## config.mk

```make
export PLATFORM = sky130hd
export DESIGN_NAME = pcie_cfg_top
export DESIGN_NICKNAME = d
export VERILOG_FILES = /design/src/logic/pcie_cfg_pkg.sv /design/src/logic/cfg_access_if.sv /design/src/logic/apb_completer_fsm.sv /design/src/logic/link_settle_timer.sv /design/src/logic/bar_bank.sv /design/src/logic/pcie_cfg_space.sv /design/src/logic/pcie_cfg_top.sv
export SDC_FILE = /design/constraint.sdc
export NUM_CORES = 1
export LEC_CHECK = 0
export BUFFER_PORTS_ARGS = -buffer_cell sky130_fd_sc_hd__buf_2
export CORE_UTILIZATION = 45
export CTS_CLUSTER_DIAMETER = 60
export DETAILED_ROUTE_END_ITERATION = 16
export PLACE_DENSITY = 0.66
export SETUP_SLACK_MARGIN = 0.5
export SLEW_MARGIN = 30
export SYNTH_ARGS = -nofsm -noshare
export SYNTH_HDL_FRONTEND = slang
export SYNTH_SLANG_ARGS = --single-unit
```

## constraint.sdc

```tcl
create_clock -name apb -period 4.8 [get_ports apb]
set_input_delay 0 -clock apb [delete_from_list [all_inputs] [get_ports apb]]
set_output_delay 0 -clock apb [all_outputs]
set_load 0.05 [all_outputs]
```

## src/logic/pcie_cfg_pkg.sv

```systemverilog
`default_nettype none

package pcie_cfg_pkg;

	//////////////////////////////
	// Register offsets

	// Type 0 header, one word each
	localparam logic [7:0] REG_DEVICE_VENDOR  = 8'h00;
	localparam logic [7:0] REG_STATUS_COMMAND = 8'h04;
	localparam logic [7:0] REG_CLASS_REV      = 8'h08;
	localparam logic [7:0] REG_TYPE_INFO      = 8'h0c;
	localparam logic [7:0] REG_BAR0           = 8'h10;
	localparam logic [7:0] REG_BAR1           = 8'h14;
	localparam logic [7:0] REG_BAR2           = 8'h18;
	localparam logic [7:0] REG_BAR3           = 8'h1c;
	localparam logic [7:0] REG_BAR4           = 8'h20;
	localparam logic [7:0] REG_BAR5           = 8'h24;
	localparam logic [7:0] REG_CAPS_PTR       = 8'h34;

	// PCIe capability block at 0x40
	localparam logic [7:0] REG_PCIE_CAP_HDR    = 8'h40;
	localparam logic [7:0] REG_PCIE_DEV_CAPS   = 8'h44;
	localparam logic [7:0] REG_PCIE_DEV_CTL    = 8'h48;
	localparam logic [7:0] REG_PCIE_LINK_CAPS  = 8'h4c;
	localparam logic [7:0] REG_PCIE_LINK_CTL   = 8'h50;
	localparam logic [7:0] REG_PCIE_LINK_CAPS2 = 8'h6c;

	//////////////////////////////
	// Identity

	localparam logic [15:0] DEVICE_ID   = 16'h7a21;
	localparam logic [15:0] VENDOR_ID   = 16'h5a17;
	// Memory controller, RAM
	localparam logic [7:0]  BASE_CLASS  = 8'h05;
	localparam logic [7:0]  SUB_CLASS   = 8'h00;
	localparam logic [7:0]  PROG_IFACE  = 8'h00;
	localparam logic [7:0]  REVISION_ID = 8'h01;

	//////////////////////////////
	// Fixed capability words

	// Cap ID 0x10, no next pointer, version 2, endpoint
	localparam logic [31:0] PCIE_CAP_HDR_VAL = 32'h0002_0010;
	// 256 byte max payload, no FLR
	localparam logic [31:0] DEV_CAPS_VAL     = 32'h0000_0001;
	// 256 byte payload and read request
	localparam logic [31:0] DEV_CTL_VAL      = 32'h0000_1020;
	// 2.5G only, x1 only
	localparam logic [31:0] LINK_CAPS_VAL    = 32'h0000_0011;
	// Supported speeds vector, 2.5G
	localparam logic [31:0] LINK_CAPS2_VAL   = 32'h0000_0002;
	localparam logic [31:0] CAPS_PTR_VAL     = 32'h0000_0040;

	// Returned for any aligned address with no register
	localparam logic [31:0] UNMAPPED_VAL = 32'hffff_ffff;

	//////////////////////////////
	// Base address registers

	localparam int NUM_BARS = 6;

	// BAR0 64 KiB, BAR1 4 KiB, the rest not implemented
	localparam logic [31:0] BAR_SIZE_MASK [NUM_BARS] = '{
		32'hffff_0000,
		32'hffff_f000,
		32'h0000_0000,
		32'h0000_0000,
		32'h0000_0000,
		32'h0000_0000
	};

	localparam logic BAR_PREFETCH [NUM_BARS] = '{1'b0, 1'b1, 1'b0, 1'b0, 1'b0, 1'b0};

	// One BAR word, raw or split into its type fields
	typedef union packed {
		logic [31:0] raw;
		struct packed {
			logic [27:0] base_addr;
			logic        prefetchable;
			logic [1:0]  mem_type;
			logic        io_space;
		} fields;
	} bar_word_u;

	//////////////////////////////
	// Link and bus control

	// Cycles of stable link before DLL up is reported
	localparam logic [15:0] LINK_SETTLE_CYCLES = 16'd16;

	// APB completer states
	localparam logic [1:0] FSM_IDLE = 2'd0;
	localparam logic [1:0] FSM_REQ  = 2'd1;
	localparam logic [1:0] FSM_RESP = 2'd2;

endpackage

`default_nettype wire

```

## src/logic/cfg_access_if.sv

```systemverilog
`timescale 1ns/1ps
`default_nettype none

// Internal request path from the APB FSM into the register space
interface cfg_access_if;

	// Request, held until accepted
	logic        valid;
	logic        write;
	logic [7:0]  addr;
	logic [31:0] wdata;

	// Response, only meaningful in the transfer cycle
	logic        ready;
	logic [31:0] rdata;
	logic        err;

	// APB side
	modport requester (
		output valid, write, addr, wdata,
		input  ready, rdata, err
	);

	// Register space side
	modport target (
		input  valid, write, addr, wdata,
		output ready, rdata, err
	);

endinterface

`default_nettype wire

```

## src/logic/apb_completer_fsm.sv

```systemverilog
`timescale 1ns/1ps
`default_nettype none

module apb_completer_fsm import pcie_cfg_pkg::*; (
	input  wire               apb,
	input  wire               rst_n,
	input  wire               psel,
	input  wire               penable,
	input  wire               pwrite,
	input  wire [7:0]         paddr,
	input  wire [31:0]        pwdata,
	output logic [31:0]       prdata,
	output logic              pready,
	output logic              pslverr,
	cfg_access_if.requester   req
);

	//////////////////////////////
	// Phase tracking

	logic [1:0]  state;
	logic        setup;
	logic        xfer;

	// Latched request fields
	logic        write_q;
	logic [7:0]  addr_q;
	logic [31:0] wdata_q;

	// Setup phase seen from idle
	assign setup = psel && !penable;
	assign xfer = req.valid && req.ready;

	always_ff @(posedge apb or negedge rst_n) begin
		if (!rst_n) begin
			state <= FSM_IDLE;
		end else begin
			case (state)
				FSM_IDLE: if (setup) state <= FSM_REQ;
				// Wait here while the target holds off
				FSM_REQ: if (xfer) state <= FSM_RESP;
				FSM_RESP: state <= FSM_IDLE;
				default: state <= FSM_IDLE;
			endcase
		end
	end

	// Capture address and data at the end of setup
	always_ff @(posedge apb) begin
		if (state == FSM_IDLE && setup) begin
			write_q <= pwrite;
			addr_q  <= paddr;
			wdata_q <= pwdata;
		end
	end

	//////////////////////////////
	// Internal request

	assign req.valid = (state == FSM_REQ);
	assign req.write = write_q;
	assign req.addr  = addr_q;
	assign req.wdata = wdata_q;

	//////////////////////////////
	// Registered response

	// Completion lands in the second access cycle
	// Data and error are zero outside it
	always_ff @(posedge apb or negedge rst_n) begin
		if (!rst_n) begin
			pready  <= 1'b0;
			prdata  <= '0;
			pslverr <= 1'b0;
		end else if (xfer) begin
			pready  <= 1'b1;
			prdata  <= req.rdata;
			pslverr <= req.err;
		end else begin
			pready  <= 1'b0;
			prdata  <= '0;
			pslverr <= 1'b0;
		end
	end

endmodule

`default_nettype wire

```

## src/logic/link_settle_timer.sv

```systemverilog
`timescale 1ns/1ps
`default_nettype none

module link_settle_timer import pcie_cfg_pkg::*; (
	input  wire  apb,
	input  wire  rst_n,
	input  wire  dl_link_up,
	output logic link_up_ok
);

	//////////////////////////////
	// Settle counter

	// Consecutive cycles with link up, saturates
	logic [15:0] stable_cnt;

	always_ff @(posedge apb or negedge rst_n) begin
		if (!rst_n) begin
			stable_cnt <= '0;
			link_up_ok <= 1'b0;
		end else if (!dl_link_up) begin
			// Any drop restarts the window
			stable_cnt <= '0;
			link_up_ok <= 1'b0;
		end else begin
			if (stable_cnt != LINK_SETTLE_CYCLES)
				stable_cnt <= stable_cnt + 16'd1;
			// Edge that completes the full window
			if (stable_cnt >= LINK_SETTLE_CYCLES - 16'd1)
				link_up_ok <= 1'b1;
		end
	end

endmodule

`default_nettype wire

```

## src/logic/bar_bank.sv

```systemverilog
`timescale 1ns/1ps
`default_nettype none

module bar_bank import pcie_cfg_pkg::*; (
	input  wire                          apb,
	input  wire                          rst_n,
	input  wire                          bar_we,
	input  wire  [2:0]                   bar_idx,
	input  wire  [31:0]                  bar_wdata,
	output logic [NUM_BARS-1:0][31:0]    bar_rdata
);

	//////////////////////////////
	// One slice per BAR

	for (genvar i = 0; i < NUM_BARS; i++) begin : g_bar

		// Stored BAR value
		logic [31:0] bar_q;
		// Value after aperture masking
		bar_word_u   wr_word;

		always_comb begin
			// Only the base bits inside the aperture are kept
			wr_word.raw = bar_wdata & BAR_SIZE_MASK[i];
			// Hardwired type for implemented BARs
			if (BAR_SIZE_MASK[i] != 32'h0) begin
				wr_word.fields.prefetchable = BAR_PREFETCH[i];
				// 32 bit memory space
				wr_word.fields.mem_type = 2'b00;
				wr_word.fields.io_space = 1'b0;
			end
		end

		// All ones written by the host reads back as the size mask
		always_ff @(posedge apb or negedge rst_n) begin
			if (!rst_n)
				bar_q <= '0;
			else if (bar_we && bar_idx == 3'(i))
				bar_q <= wr_word.raw;
		end

		assign bar_rdata[i] = bar_q;

	end

endmodule

`default_nettype wire

```

## src/logic/pcie_cfg_space.sv

```systemverilog
`timescale 1ns/1ps
`default_nettype none

module pcie_cfg_space import pcie_cfg_pkg::*; (
	input  wire            apb,
	input  wire            rst_n,
	input  wire            link_up_ok,
	cfg_access_if.target   tgt
);

	logic                       misaligned;
	logic [31:0]                status_command;
	logic [31:0]                link_ctl_status;
	logic [31:0]                word;
	logic                       bar_hit;
	logic                       bar_we;
	logic [2:0]                 bar_idx;
	logic [NUM_BARS-1:0][31:0]  bar_rdata;

	//////////////////////////////
	// Handshake

	// Never stalls
	assign tgt.ready = tgt.valid;
	// Byte offsets must be word aligned
	assign misaligned = (tgt.addr[1:0] != 2'b00);
	assign tgt.err = misaligned;

	//////////////////////////////
	// Built words

	// Status has only the capability list bit
	assign status_command = {11'h000, 1'b1, 4'h0, 16'h0000};

	// Link status upper half, control lower half all zero
	assign link_ctl_status = {
		2'b00,
		// DLL active after settle
		link_up_ok,
		3'b000,
		// Negotiated width x1
		6'h01,
		// Current speed 2.5G
		4'h1,
		16'h0000
	};

	//////////////////////////////
	// Read mux

	always_comb begin
		case (tgt.addr)
			REG_DEVICE_VENDOR:   word = {DEVICE_ID, VENDOR_ID};
			REG_STATUS_COMMAND:  word = status_command;
			REG_CLASS_REV:       word = {BASE_CLASS, SUB_CLASS, PROG_IFACE, REVISION_ID};
			// Header type 0, single function
			REG_TYPE_INFO:       word = 32'h0000_0000;
			REG_BAR0:            word = bar_rdata[0];
			REG_BAR1:            word = bar_rdata[1];
			REG_BAR2:            word = bar_rdata[2];
			REG_BAR3:            word = bar_rdata[3];
			REG_BAR4:            word = bar_rdata[4];
			REG_BAR5:            word = bar_rdata[5];
			REG_CAPS_PTR:        word = CAPS_PTR_VAL;
			REG_PCIE_CAP_HDR:    word = PCIE_CAP_HDR_VAL;
			REG_PCIE_DEV_CAPS:   word = DEV_CAPS_VAL;
			REG_PCIE_DEV_CTL:    word = DEV_CTL_VAL;
			REG_PCIE_LINK_CAPS:  word = LINK_CAPS_VAL;
			REG_PCIE_LINK_CTL:   word = link_ctl_status;
			REG_PCIE_LINK_CAPS2: word = LINK_CAPS2_VAL;
			default:             word = UNMAPPED_VAL;
		endcase
	end

	// Zero on error and on writes
	assign tgt.rdata = (misaligned || tgt.write) ? 32'h0 : word;

	//////////////////////////////
	// BAR write steering

	// Misaligned offsets never match a BAR
	always_comb begin
		bar_hit = 1'b1;
		bar_idx = 3'd0;
		case (tgt.addr)
			REG_BAR0: bar_idx = 3'd0;
			REG_BAR1: bar_idx = 3'd1;
			REG_BAR2: bar_idx = 3'd2;
			REG_BAR3: bar_idx = 3'd3;
			REG_BAR4: bar_idx = 3'd4;
			REG_BAR5: bar_idx = 3'd5;
			default:  bar_hit = 1'b0;
		endcase
	end

	// Other writes complete and are dropped
	assign bar_we = tgt.valid && tgt.ready && tgt.write && bar_hit;

	bar_bank u_bar_bank (
		.apb       (apb),
		.rst_n     (rst_n),
		.bar_we    (bar_we),
		.bar_idx   (bar_idx),
		.bar_wdata (tgt.wdata),
		.bar_rdata (bar_rdata)
	);

endmodule

`default_nettype wire

```

## src/logic/pcie_cfg_top.sv

```systemverilog
`timescale 1ns/1ps
`default_nettype none

module pcie_cfg_top (
	input  wire         apb,
	input  wire         rst_n,

	// APB completer port
	input  wire         psel,
	input  wire         penable,
	input  wire         pwrite,
	input  wire  [7:0]  paddr,
	input  wire  [31:0] pwdata,
	output wire  [31:0] prdata,
	output wire         pready,
	output wire         pslverr,

	// Raw link state from the PHY side
	input  wire         dl_link_up
);

	//////////////////////////////
	// Internal links

	cfg_access_if u_cfg_if ();

	// Filtered link up
	wire link_up_ok;

	//////////////////////////////
	// Instances

	apb_completer_fsm u_apb_fsm (
		.apb     (apb),
		.rst_n   (rst_n),
		.psel    (psel),
		.penable (penable),
		.pwrite  (pwrite),
		.paddr   (paddr),
		.pwdata  (pwdata),
		.prdata  (prdata),
		.pready  (pready),
		.pslverr (pslverr),
		.req     (u_cfg_if.requester)
	);

	link_settle_timer u_link_timer (
		.apb        (apb),
		.rst_n      (rst_n),
		.dl_link_up (dl_link_up),
		.link_up_ok (link_up_ok)
	);

	pcie_cfg_space u_cfg_space (
		.apb        (apb),
		.rst_n      (rst_n),
		.link_up_ok (link_up_ok),
		.tgt        (u_cfg_if.target)
	);

endmodule

`default_nettype wire

```

Yosys cells after proc, flatten, opt, wreduce, memory -nomap -nowiden
Index checks and enable logic that the tools add are counted.
W data, S select, Z words.

cells by class
  add/sub/neg operators = 1
  multipliers = 0
  divide/modulo/power cells = 0
  magnitude comparators = 1
  equality and inequality tests = 22
  shift-type cells = 0
  muxes and demuxes = 13
  bitwise gates (word level) = 0
  reductions and logical operators = 14

operator list
  kind                     number
  $pmux W32 S13            1
  $mux W32                 2
  $eq A8 B7 Y1 const B     6
  $eq A8 B5 Y1 const B     4
  $mux W16                 2
  $eq A8 B6 Y1 const B     3
  $add A16 B1 Y16 const B  1
  $eq A8 B4 Y1 const B     2
  $ge A16 B4 Y1 const B    1
  $ne A16 B5 Y1 const B    1
  $pmux W3 S5              1
  $eq A8 B3 Y1 const B     1
  $logic_not A8 Y1         1
  $logic_and A1 B1 Y1      6
  $ne A2 B1 Y1 const B     3
  $reduce_or A6 Y1         1
  $mux W1                  5
  $reduce_or A5 Y1         1
  $pmux W2 S2              1
  $eq A3 B1 Y1 const B     1
  $logic_not A3 Y1         1
  $eq A2 B1 Y1 const B     1
  $logic_not A2 Y1         1
  $mux W2                  1
  other kinds (3)          3

storage, ports and cells
  register bits after elaboration = 131
  bits in latches = 0
  RAM bits = 0
  bits in read-only memories = 0
  bits of input ports = 46
  output and inout bits = 34
  logic and storage cells = 62
  memories = 0

Longest topological paths before layout
Gate-level depths: netlist (run 1).

  depth in word-level cells = 5
  mapped depth = 7
  gate-level depth less buffers = 7

By module
A second synthesis (run 1) with hierarchy kept.

unflattened totals
  cell total of the unflattened synthesis = 672
  area total of the unflattened synthesis = 7719.9 µm²

by module, submodules not included
  module             times used  cells each  area each (µm²)  seq. area each (µm²)
  bar_bank           1           235         2562.5           925.9
  apb_completer_fsm  1           119         2478.6           2132.0
  pcie_cfg_space     1           228         1744.2           0.0
  link_settle_timer  1           90          934.6            425.4

Worst setup path before layout (run 1)
OpenSTA, ideal clock, no wires.

  path type = register to register
  start point = reg u_apb_fsm.state[0]
  end point = reg u_apb_fsm.addr_q[0], in the netlist u_apb_fsm.req.addr[0], enable pin
  library setup time = 0.500 ns
  arrival = 3.499 ns
  setup slack = 0.801 ns
  stages on the path, launching flop included = 2
  path buffers = 0
  cell sequence = dfrtp_1 nor4b_1

on the way
  cells in the longest elaborated chain, start to end = 2

ends and longest elaborated chain
  what                    line                     RTL
  start, declared         apb_completer_fsm.sv:21  logic [1:0] state;
  start signal, assigned  apb_completer_fsm.sv:36  state <= FSM_IDLE;
  start signal, assigned  apb_completer_fsm.sv:39  FSM_IDLE: if (setup) state <= FSM_REQ;
  start signal, assigned  apb_completer_fsm.sv:41  FSM_REQ: if (xfer) state <= FSM_RESP;
  $logic_not A2 Y1        apb_completer_fsm.sv:50  if (state == FSM_IDLE && setup) begin
  $logic_and A1 B1 Y1     apb_completer_fsm.sv:50
  end signal, assigned    apb_completer_fsm.sv:52  addr_q <= paddr;
  end, declared           apb_completer_fsm.sv:27  logic [7:0] addr_q;

Every way passes these cells.
A chain may end at the register's enable or synchronous reset.

Final worst setup path (run 1)
  start point = reg u_apb_fsm.addr_q[2], in the netlist u_apb_fsm.req.addr[2]
  end point = reg u_cfg_space.u_bar_bank.g_bar[1].bar_q[31]

on the way
  cells in the longest elaborated chain, start to end = 5
  elaborated cells between the ends (all ways) = 12
  classes of those cells = eq/ne (7); mux (2); reduce/logical (3)

ends and longest elaborated chain
  what                                                                  line            RTL
  parallel branches: the longest is 4 deep, another holds $eq A8 B6 Y1  --
  $logic_and A1 B1 Y1 *                                                 bar_bank.sv:39  else if (bar_we && bar_idx == 3'(i))
  end signal, assigned                                                  bar_bank.sv:40  bar_q <= wr_word.raw;
  end, declared                                                         bar_bank.sv:19  logic [31:0] bar_q;

Mark *: on every way between the ends.

==> results of run 1 <==
[worst max-delay path, stage by stage, from the launching register on]
cell and delay, ns:
edfxtp_1 0.89, buf_4 0.34, nand3_1 0.11, nor2_2 0.70
buf_4 0.38, mux2_4 0.33
[state kept, by name (all words and copies together) (netlist names)]
signal                              count
u_link_timer.link_up_ok                 1
u_apb_fsm.req.addr                      8
u_cfg_space.u_bar_bank.g_bar.bar_q     37
u_apb_fsm.pready                        1
u_apb_fsm.req.write                     1
u_link_timer.stable_cnt                16
u_apb_fsm.pslverr                       1
u_apb_fsm.prdata                       28
u_apb_fsm.req.wdata                    20
u_apb_fsm.state                         2
[cells in the mapped netlist, types with 6 or more instances]
| cell | n | share of area (%) |
|---|---|---|
| nand3_1 | 12 | 1.2 |
| mux2_2 | 7 | 1.6 |
| inv_1 | 10 | 0.77 |
| clkbuf_1 | 8 | 0.62 |
| xor2_1 | 10 | 1.8 |
| dfrtp_1 | 86 | 44 |
| o21ai_0 | 15 | 1.5 |
| edfxtp_1 | 29 | 18 |
| nor2_1 | 28 | 2.2 |
| a21oi_1 | 14 | 1.4 |
| nand2_1 | 12 | 0.92 |
| o31ai_1 | 7 | 1.1 |
| mux2i_1 | 7 | 1.4 |
| mux2_4 | 29 | 8.9 |
| and3_1 | 6 | 0.77 |
[stage by stage]
| stage | std cells | instance area, sq um | setup slack (ns) | hold slack [ns] | power [mW] |
|---|---|---|---|---|---|
| after CTS | 617 | 6200 | 1.90 | 0.135 | 2.43 |
| after floorplan | 367 | 4880 | 0.801 | -0.296 | 1.12 |
| final | 617 | 6200 | 1.93 | 0.0805 | 2.40 |
| after detailed placement | 552 | 5290 | 1.94 | 0.121 | 1.16 |
| after global routing | 617 | 6200 | 1.75 | 0.161 | 2.48 |
| after global placement | 552 | 5290 | 1.98 | 0.176 | 1.16 |
[logic make-up (layout without fill, tap and decap cells)]
group	count (synthesis)	after routing	synth area share, %
and+or+nand+nor	101	101	11.3
AOI/OAI and AO/OA	60	60	8.25
DFF	115	115	61.9
adders and majority gates	2	2	0.512
xor gates and xnor gates	13	13	2.33
muxes	43	43	12.0
buffers and inverters	33	147	3.74
[where the power goes]
group          switching [mW]  total [mW]  internal (mW)
sequential             0.0199        1.05           1.03
clock                   0.487        1.24          0.753
combinational          0.0655       0.116         0.0503
total                   0.573        2.40           1.83
[metal layers]
| layer | up-vias | wire (um) | track usage, % |
|---|---|---|---|
| met4 | 0 | 196 | 9.33 |
| met3 | 15 | 424 | 5.27 |
| met5 | - | 0 | 0 |
| met1 | 1557 | 4470 | 24.6 |
| li1 | 1519 | - | - |
| met2 | 80 | 4680 | 29.9 |
[path summary, 6_finish.rpt]
check,end,slack (ns),cells past startpoint
max in group asynchronous,u_apb_fsm.prdata[17],4.16,2
min in group apb,u_apb_fsm.req.wdata[26],0.18,2
min,u_link_timer.stable_cnt[5],0.08,2
max,u_cfg_space.u_bar_bank.g_bar[1].bar_q[31],1.93,5
max reg2reg,u_cfg_space.u_bar_bank.g_bar[1].bar_q[31],1.93,5
min reg2reg,u_cfg_space.u_bar_bank.g_bar[1].bar_q[3],0.47,1
[area by class of cell]
type | count | area share (%)
tap | 136 | 2.74
multi-input combinational | 219 | 27.1
clock buffer | 17 | 6.67
inverter | 11 | 0.665
clock inverter | 15 | 2.76
timing repair buffer | 104 | 11.3
sequential | 115 | 48.7
[layout by cell type (no fill, tap or decap), types with 3 or more instances in the layout]
| cell | instances |
|---|---|
| a21bo_2 | 3 |
| a21boi_0 | 5 |
| a21oi_1 | 14 |
| and2_1 | 3 |
| and3_1 | 6 |
| buf_2 | 66 |
| buf_4 | 4 |
| clkbuf_16 | 16 |
| clkinvlp_4 | 3 |
| dfrtp_1 | 86 |
| dlygate4sd3_1 | 33 |
| edfxtp_1 | 29 |
| inv_1 | 10 |
| inv_6 | 5 |
| mux2_2 | 7 |
| mux2_4 | 29 |
| mux2i_1 | 7 |
| nand2_1 | 12 |
| nand2b_1 | 3 |
| nand3_1 | 12 |
| nand4_1 | 4 |
| nor2_1 | 28 |
| nor2b_1 | 3 |
| nor3_1 | 5 |
| nor3b_1 | 4 |
| o21ai_0 | 15 |
| o31ai_1 | 7 |
| or3_1 | 4 |
| xnor2_1 | 3 |
| xor2_1 | 10 |
==> metrics.txt, run 1 <==
outcome finished, final reports clean; WS Path Type reg -> reg; post-CTS setup buffers 0; post-synthesis net count just over 400; Peak VDD IR around 0.00032 V; worst-skew pair later-pin latency 0.52 ns; max_slew headroom around 42%; GRT overflow 0; Antenna Cells 0; CTS Sinks ~120; Seq cells post-synth roughly 120; crit end category register; Via Count ~3200; CTS H-tree depth 4; drt drc 0; Hold Fails Final Rpt 0; Arrival @ worst endpoint about 3.3 ns; Distinct cells, synth between 50 and 60; worst endpoint required time approximately 5.2 ns; CTS tree yes; I/O Buffers between 60 and 70; first-pass GRT wire length 16200 um; Cells after Synth about 370; # setup viols final 0; clk slew on worst S/H paths 0.06 ns; multi-input logic area ~1700 sq um; Die Wd roughly 110 um; clk buf depth 2; post-DP HPWL 5860 um; die height ~110 um; Post-CTS Hold Fix Bufs 33; DRT Pass-1 Iters 4; largest net degree at the start of global routing 87; power per cell area 387 nW/um^2; Initial Util between 40% and 50%; register area roughly 3000 sq um; layout cells sized above 1 a little under a third; Worst Path Max Fanout 19; CTS root buf clkbuf_8; Die ar. approximately 11000 sq um; Ports 80; Worst Tran Pin Value approximately 0.86 ns; Syn. warnings 0; setup TNS 0 ns; initial antenna violation count 0; Reg-to-Reg Start u_apb_fsm.req.addr[2]; row count 37; Num CTS Buffers 17; Tot GR Track Use between 10% and 20%; Fillers roughly 810; Final GP Congestion 0.813; Min-Delay Path Class in -> async; asr flop ratio synth between 70 and 80%; Tcrit/Tclk final between 50% and 60%; aggregate routed wire length slightly below 10000 um; Detail Route Antenna Nets 0; drt wl/cell 15.8 um; 1st-iter DRT viols 220; area delta synth->final 27.1%; max-slew violation count 0; vias in the first global route between 3000 and 4000; unrepaired setup endpoints after global routing false; vias per inst roughly 5.1; Syn Area/Cell approximately 13 sq um; Post-synth EDFFs 29; FMAX between 300 and 400 MHz; most used flip-flop cell after synthesis dfrtp_1; Final Core Density about 60%; Core Footprint 10400 sq um; synthesized area ~5000 sq um; post-CTS sizing 0; nets about 520; Critical Path Start Type register; crit path launch u_apb_fsm.req.addr[2]; Leak slightly below 3 nW; Final min period 2.87 ns; max-cap violations 0; worst clock skew 0.00739 ns; register area share after synthesis 61.9%
No activity file was read; power rests on OpenSTA's default activity.
==> run 2, diff against run 1 <==
clock period = 3 ns   (was 4.8 ns; I/O delays follow)
==> run 2 against run 1 <==
  * Die area stayed put
  * Hold slack improved by 0.026 ns
  * Maximum frequency rose by 20%
  * Sequential share of layout area shrank 0.57 points
  * Final area grew 1.2%
  * Core utilization grew 0.71 points
  * Critical endpoint is now u_cfg_space.u_bar_bank.g_bar[1].bar_q[19]
  * Register-to-register slack lost 1.3 ns
==> metrics.txt, run 2 (same netlist as run 1, synthesis figures left out) <==
row count 37; Die Wd ~110 um; outcome finished, final reports clean; Total Power around 3.8 mW; worst clock skew roughly 0.011 ns; initial antenna violation count 0; CP bufs+invs 1; clk buf depth 2; setup TNS 0 ns; vias in the first global route about 3200; Top reg by flops u_cfg_space.u_bar_bank.g_bar.bar_q; Leak 2.95 nW; Worst Path Max Fanout 7; crit end category register; unrepaired setup endpoints after global routing false; Worst Tran Pin Value 0.772 ns; FF-to-FF End u_cfg_space.u_bar_bank.g_bar[1].bar_q[19]; Arrival @ worst endpoint 2.78 ns; layout cells sized above 1 between 30% and 40%; CP top delay family simple AND/OR/NAND/NOR gates; Final min period around 2.4 ns; Initial Util a little under half; Detail Route Antenna Nets 0; Hold Fails Final Rpt 0; vias per inst 5.07; worst-skew pair later-pin latency ~0.51 ns; # setup viols final 0; largest net degree at the start of global routing a little under 90; Peak VDD IR 0.000501 V; post-DP HPWL 5830 um; FMAX 420 MHz; nets 521; Tcrit/Tclk final 79.4%; CTS Sinks 115; WS Path Type reg -> reg; Antenna Cells 0; drt wl/cell ~15 um; max FFs per register 37; die height roughly 110 um; final non-filler cell area around 6300 sq um; CTS tree yes; Num CTS Buffers 17; CTS root buf clkbuf_8; first-pass GRT wire length approximately 16000 um; DRT Pass-1 Iters 4; power per cell area 613 nW/um^2; aggregate routed wire length between 9000 and 10000 um; area delta synth->final 28.6%; Worst R2R Setup Slack between 0.6 and 0.7 ns; max-cap violations 0; Max stage delay on crit path about 0.47 ns; max-slew violation count 0; Die ar. around 11000 sq um; Critical Path Start Type register; Reg2Reg Depth 6; Ports 80; Final GP Congestion roughly 0.81; max_slew headroom around 49%; Via Count approximately 3200; drt drc 0; Tot GR Track Use a little under a fifth; GRT overflow 0; CP max-delay cell edfxtp_1; I/O Buffers 67; CTS H-tree depth 4; commonest non-fill, non-tap cell in the layout dfrtp_1; placed cell area between 5000 and 6000 sq um; most frequent cells in the layout 86 x dfrtp_1, 66 x buf_2, 33 x dlygate4sd3_1; Fillers 841; CP Cell Sequence or3_1 -> nor3_1 -> nand3_1 -> nor2_4 -> buf_4 -> mux2_4; 1st-iter DRT viols ~160; Min-Delay Path Class in -> async; Core Footprint between 10000 and 15000 sq um; Reg-to-Reg Start u_apb_fsm.req.addr[7]; worst endpoint required time 3.39 ns; clk slew on worst S/H paths around 0.050 ns
run 2: cell count changes in the layout (fill, tap and decap cells not counted), sizes merged:
cell      delta
buf          +5
bufinv       +1
clkinv       +6
clkinvlp     -3
inv          -4
run 2: how the worst max path moves through the flow:
stage | startpoint | to | cells after the start | slack [ns]
after floorplan | u_apb_fsm.req.addr[7] | u_cfg_space.u_bar_bank.g_bar[1].bar_q[22] | 6 | 1.06
after global placement | u_apb_fsm.req.addr[7] | u_cfg_space.u_bar_bank.g_bar[1].bar_q[23] | 6 | 0.54
after detailed placement | u_apb_fsm.req.addr[6] | u_apb_fsm.prdata[26] | 6 | 0.50
after CTS | u_apb_fsm.req.addr[6] | u_apb_fsm.prdata[26] | 6 | 0.50
after global routing | u_apb_fsm.req.addr[6] | u_apb_fsm.prdata[26] | 6 | 0.52
final | u_apb_fsm.req.addr[7] | u_cfg_space.u_bar_bank.g_bar[1].bar_q[19] | 6 | 0.62
run 2: cell type report:
cell class                 instances  area [sq um]  share of cell area (%)
timing repair buffer             109           739                    11.8
multi-input combinational        219          1710                    27.2
clock inverter                    15           180                    2.87
clock buffer                      17           414                    6.60
sequential                       115          3020                    48.1
tap                              136           170                    2.71
inverter                          11          41.3                   0.658
run 2: timing repair:
item / CTS / global route
hold endpoints to repair: 133 / 0
setup buffers: 0 / 0
setup endpoints to repair: 0 / 41
resized for setup: 0 / 3
hold buffers: 33 / 0
run 2: routing by layer:
| metal | share of wire (%) | vias up | global-route usage (%) |
|---|---|---|---|
| met1 | 46 | 1543 | 24.1 |
| met2 | 48 | 72 | 29.3 |
| li1 | - | 1528 | - |
| met3 | 3.4 | 10 | 4.84 |
| met4 | 2.0 | 0 | 8.93 |
| met5 | 0 | - | 0 |
run 2: power breakdown:
part	switching [mW]	total [mW]	internal (mW)
registers	0.0285	1.67	1.65
clock network	0.711	1.98	1.27
logic	0.109	0.192	0.0828
total	0.848	3.85	3.00
run 2: per-stage QoR:
stage	setup slack, ns	hold slack [ns]	instances	util (%)
2_1_floorplan	1.06	-0.296	367	-
3_5_place_dp	0.505	0.116	557	51.2
6_report	0.619	0.107	622	60.3
4_1_cts	0.500	0.133	622	60.1
5_1_grt	0.516	0.170	622	60.3
3_3_place_gp	0.543	0.176	557	51.2
run 2: worst register-to-register path, stage by stage, from the launching register on:
cell,delay [ns]
edfxtp_1,0.47
or3_1,0.42
nor3_1,0.32
nand3_1,0.18
nor2_4,0.30
buf_4,0.26
mux2_4,0.31
